===== config.mk =====
export PLATFORM = sky130hd
export DESIGN_NAME = lsu
export DESIGN_NICKNAME = d
export VERILOG_FILES = /design/src/hdl/lsu_pkg.sv /design/src/hdl/lsu.sv
export SDC_FILE = /design/constraint.sdc
export NUM_CORES = 1
export LEC_CHECK = 0
export BUFFER_PORTS_ARGS = -buffer_cell sky130_fd_sc_hd__buf_2
export CORE_AREA = 2 2 138 140
export DETAILED_ROUTE_END_ITERATION = 8
export DIE_AREA = 0 0 140 142
export HOLD_SLACK_MARGIN = 0.08
export PLACE_DENSITY = 0.47
export REMOVE_ABC_BUFFERS = 1
export SLEW_MARGIN = 20
export SYNTH_ARGS = -nofsm -noshare
export SYNTH_HDL_FRONTEND = slang
export SYNTH_SLANG_ARGS = --single-unit

===== constraint.sdc =====
create_clock -name clk -period 3.5 [get_ports clk]
set_clock_uncertainty 0.2 [all_clocks]
set_input_delay 0.35 -clock clk [delete_from_list [all_inputs] [get_ports clk]]
set_output_delay 0.35 -clock clk [all_outputs]
set_load 0.02 [all_outputs]

===== src/hdl/lsu_pkg.sv =====
package lsu_pkg;

  // widths seen by the core and by the memory
  typedef logic [31:0] addr_t;
  typedef logic [31:0] word_t;
  typedef logic [63:0] beat_t;
  typedef logic [7:0]  strb_t;

  // load funct3 codes, unknown codes behave as a word load
  typedef enum logic [2:0] {
    LD_BS = 3'd0,
    LD_HS = 3'd1,
    LD_W  = 3'd2,
    LD_BU = 3'd4,
    LD_HU = 3'd5
  } load_func_t;

  // store funct3 codes, unknown codes behave as a byte store
  typedef enum logic [2:0] {
    ST_B = 3'd0,
    ST_H = 3'd1,
    ST_W = 3'd2
  } store_func_t;

endpackage


===== src/hdl/lsu.sv =====
`timescale 1ns/1ps

module lsu import lsu_pkg::*; (
  input  logic        clk,
  input  logic        rstn,

  // core load request and response
  input  addr_t       raddr,
  input  load_func_t  rfunc,
  input  logic        rreq_valid,
  output logic        rreq_ready,
  output word_t       rdata,
  output logic        rres_valid,
  input  logic        rres_ready,

  // core store request and response
  input  addr_t       waddr,
  input  store_func_t wfunc,
  input  word_t       wdata,
  input  logic        wreq_valid,
  output logic        wreq_ready,
  output logic        wres_valid,
  input  logic        wres_ready,

  // memory read channels
  output addr_t       mem_araddr,
  output logic        mem_arvalid,
  input  logic        mem_arready,
  input  beat_t       mem_rdata,
  input  logic        mem_rvalid,
  output logic        mem_rready,

  // memory write channels
  output addr_t       mem_awaddr,
  output logic        mem_awvalid,
  input  logic        mem_awready,
  output beat_t       mem_wdata,
  output strb_t       mem_wstrb,
  output logic        mem_wvalid,
  input  logic        mem_wready,
  input  logic        mem_bvalid,
  output logic        mem_bready
);

  logic [2:0] roff_q;
  load_func_t rfunc_q;
  beat_t      rbeat_shifted;
  word_t      rword;

  strb_t      wstrb_base;
  logic       addr_pending;
  logic       data_pending;
  logic       aw_fire;
  logic       w_fire;
  logic       b_fire;

  // load path, straight through to the AR and R channels
  assign mem_arvalid = rreq_valid;
  assign mem_araddr  = raddr;
  assign rreq_ready  = mem_arready;
  assign rres_valid  = mem_rvalid;
  assign mem_rready  = rres_ready;

  // offset and function are needed when the beat comes back
  always_ff @(posedge clk) begin
    if (rreq_valid && rreq_ready) begin
      roff_q  <= raddr[2:0];
      rfunc_q <= rfunc;
    end
  end

  assign rbeat_shifted = mem_rdata >> {roff_q, 3'b000};

  always_comb begin
    case (rfunc_q)
      LD_BS:   rword = {{24{rbeat_shifted[7]}}, rbeat_shifted[7:0]};
      LD_BU:   rword = {24'b0, rbeat_shifted[7:0]};
      LD_HS:   rword = {{16{rbeat_shifted[15]}}, rbeat_shifted[15:0]};
      LD_HU:   rword = {16'b0, rbeat_shifted[15:0]};
      default: rword = rbeat_shifted[31:0];
    endcase
  end

  assign rdata = rword;

  // store lane placement
  always_comb begin
    case (wfunc)
      ST_H:    wstrb_base = 8'b0000_0011;
      ST_W:    wstrb_base = 8'b0000_1111;
      default: wstrb_base = 8'b0000_0001;
    endcase
  end

  assign mem_awaddr = waddr;
  assign mem_wdata  = beat_t'(wdata) << {waddr[2:0], 3'b000};
  assign mem_wstrb  = wstrb_base << waddr[2:0];

  assign aw_fire = mem_awvalid && mem_awready;
  assign w_fire  = mem_wvalid && mem_wready;
  assign b_fire  = mem_bvalid && mem_bready;

  // pending flags keep AW and W from being sent twice
  always_ff @(posedge clk) begin
    if (!rstn) begin
      addr_pending <= 1'b1;
      data_pending <= 1'b1;
    end else begin
      if (aw_fire) begin
        addr_pending <= 1'b0;
      end
      if (w_fire) begin
        data_pending <= 1'b0;
      end
      if (b_fire) begin
        addr_pending <= 1'b1;
        data_pending <= 1'b1;
      end
    end
  end

  assign mem_awvalid = wreq_valid && addr_pending;
  assign mem_wvalid  = wreq_valid && data_pending;

  // both flags clear means the request is waiting on B
  assign wreq_ready = (addr_pending || data_pending) &&
                      (mem_awready || !addr_pending) &&
                      (mem_wready || !data_pending);

  assign wres_valid = mem_bvalid;
  assign mem_bready = wres_ready;

endmodule


==> impl_metrics.json <==
{
  "violations": "design-rule violations",
  "htree_levels": 1,
  "clock_tree.root_cell": "clkbuf_16",
  "seq_area_frac_synth_pct": 6.26,
  "outcome": "finished with violations",
  "synth_area_um2": 3520,
  "dpl.hpwl_mm": 15.6,
  "die_h_um": 142,
  "rsz0062_at_grt": "no",
  "drt-total-wl_mm": 19.0,
  "crit_path_start": "roff_q[0]",
  "yosys_most_used_dff": "edfxtp_1",
  "max_freq_ghz": 0.322,
  "std_cell_rows": 50,
  "setup_viol": 0,
  "r2r_cells": 1,
  "clock_path_buffers": 2,
  "fin_area_um2": 4460,
  "grt-ovfl-total": 0,
  "finalNetCount": 773,
  "period_needed_ps": 3100,
  "ant_nets": 0,
  "cp.arrival_ps": 2550,
  "drv_slew": 0,
  "fin_crit_sh_pct": 88.7,
  "ys_ff_latch": 8,
  "rr_startpoint": "data_pending",
  "cts_resized": 0,
  "synth_compound_area_share_pct": 22.1,
  "async_flop_share_pct": 0,
  "p_per_area_nw_per_um2": 244,
  "rr_endpoint": "data_pending",
  "synth_largest_area_cell": "buf_4",
  "hp-class": "input port to flip-flop",
  "gp_congestion": 0.861,
  "area_growth_pct": 26.8,
  "synth_top_family_by_area": "multiplexers",
  "grt_pass1_vias": 4077,
  "portBuffers": 233,
  "cts_buffers": 3,
  "relSlewSlack_pct": 47.5,
  "wl_per_cell_um": 22.9,
  "ctsHoldBuffers": 0,
  "worstPathRequired_ps": 2950,
  "cellLeakagePower_nw": 2.23,
  "cts.reportedPaths.clkPinSlew_ps": 40,
  "yosys_warnings": 0,
  "cts_setup_buffers": 0,
  "avgSynthCellArea_um2": 7.87,
  "via_count": 4210,
  "hold_path_depth": 1,
  "drive_gt1_share_pct": 50.8,
  "clkSinkCount": 8,
  "worst_slew_pin_slew_ps": 785,
  "synth-simple-area-share_pct": 15.2,
  "dpl_cell_area_um2": 4380,
  "antenna_cells": 0,
  "grt_max_degree": 43,
  "drc_errors": 25,
  "clk_latency_ps": 230,
  "yosys-top-cells-area": "buf_4, mux2i_1, mux4_2",
  "hold_viol": 0,
  "cts_tree": "built",
  "critical_path_class": "flip-flop to primary output",
  "viasPerCell": 5.08,
  "critPathLaunchType": "flip-flop",
  "synth_top_area_share_pct": 16.0,
  "grt_pass1_wl_mm": 27.0,
  "synth_cell_types": 47,
  "grt.total_usage_pct": 17.8,
  "muxShareOfSynthArea_pct": 33.9,
  "synth_edf_count": 6,
  "start_util_pct": 19.1,
  "die_area_um2": 19900,
  "dr.pass1.iters": 7,
  "drtIter0Drc": 180,
  "synth-xor-area-share_pct": 0.249,
  "final.setup.tns_ps": 0,
  "ir_worst_vdd_v": 0.000230,
  "regToRegSetupSlack_ps": 2710,
  "worstPathMaxFanout": 16,
  "yosys.area_share.adder_pct": 0,
  "whs_endpoint": "rfunc_q[2]",
  "coreArea_um2": 18500,
  "min_from": "rfunc[2]",
  "antenna_found_initial": 1,
  "ioPinCount": 354,
  "syn_inst": 447,
  "cap_violations": 0,
  "fp.dieW_um": 140,
  "cp-end-kind": "primary output"
}
## placed cells by master, fill, tap and decap left out, drive strengths merged, types with 2 or more instances in the layout
| master | count |
|---|---|
| a21oi | 17 |
| nand2b | 7 |
| nor3 | 3 |
| mux2i | 50 |
| a22o | 3 |
| nor2 | 50 |
| mux2 | 19 |
| a32oi | 7 |
| a21o | 2 |
| a22oi | 5 |
| o21ai | 20 |
| edfxtp | 6 |
| o22ai | 19 |
| o22a | 2 |
| dfxtp | 2 |
| nor2b | 4 |
| a211oi | 8 |
| inv | 15 |
| mux4 | 21 |
| a2bb2oi | 3 |
| nand2 | 30 |
| o211ai | 15 |
| buf | 251 |
| o2bb2ai | 6 |
| and2 | 14 |
| clkbuf | 4 |
## registers in the layout (all words and copies together) (netlist names)
| signal | flops |
|---|---|
| data_pending | 1 |
| rfunc_q | 3 |
| addr_pending | 1 |
| roff_q | 3 |
## kinds of logic (layout without fill, tap and decap cells)
kind of cell	after synthesis	in the layout
buffers and inverters	122	270
AND/OR/NAND/NOR	115	115
AO/OA/AOI/OAI	111	111
multiplexers	90	90
flip-flops	8	8
XOR/XNOR	1	1
## metrics by stage
step | utilization, % | hold slack [ps] | std cells | setup WS [ps] | total power [W]
after floorplan | - | 249 | 340 | -334 | 0.000570
after global placement | 23.7 | 293 | 825 | 653 | 0.000896
after detailed placement | 23.7 | 288 | 825 | 626 | 0.000893
after CTS | 24.2 | 88.7 | 829 | 382 | 0.00110
after global routing | 24.2 | 93.6 | 829 | 286 | 0.00116
final | 24.2 | 94.7 | 829 | 395 | 0.00109
## how the worst max path moves through the flow
stage / to / slack [ps]
after global routing: rdata[17] / 290
after CTS: rdata[17] / 380
after floorplan: rdata[11] / -330
after detailed placement: rdata[17] / 630
after global placement: rdata[17] / 650
final: rdata[17] / 400
## area by class of cell
| cell class | count | area (um^2) |
|---|---|---|
| clock buffers | 4 | 78.8 |
| multi-input cells | 317 | 2510 |
| fillers | 2078 | 14000 |
| flip-flops and latches | 8 | 220 |
| repair buffers | 251 | 1300 |
| well taps | 234 | 293 |
| inverters | 15 | 56.3 |
## where the power goes
group	total, W	switching, W	internal [W]
logic	0.000771	0.000462	0.000309
registers	0.000119	0.00000958	0.000110
clock network	0.000196	0.0000444	0.000152
## worst max-delay path, cell delays in order (launching register included)
cell and delay [ps]:
edfxtp_1 620, mux2_2 400, a221o_1 390, nand4_2 380
o211ai_1 270, buf_2 240
## metal layers
layer  GRT usage [%]  part of all wire (%)
met1            20.1                    39
met2            28.2                    44
met3            11.5                    15
met4            2.07                  0.70
met5            11.0                   1.4
## cell usage after synthesis (3+ instances only)
| cell | n |
|---|---|
| a211oi_1 | 8 |
| a21oi_1 | 17 |
| a22o_1 | 3 |
| a22oi_1 | 5 |
| a32oi_1 | 7 |
| and2_1 | 14 |
| buf_2 | 9 |
| buf_4 | 75 |
| buf_6 | 5 |
| clkbuf_1 | 17 |
| edfxtp_1 | 6 |
| inv_1 | 14 |
| mux2_2 | 18 |
| mux2i_1 | 50 |
| mux4_2 | 21 |
| nand2_1 | 30 |
| nand2b_1 | 7 |
| nor2_1 | 50 |
| nor2b_1 | 4 |
| o211ai_1 | 15 |
| o21ai_0 | 15 |
| o21ai_1 | 5 |
| o22ai_1 | 19 |
| o2bb2ai_1 | 5 |
(Power assumes the default switching activity.)
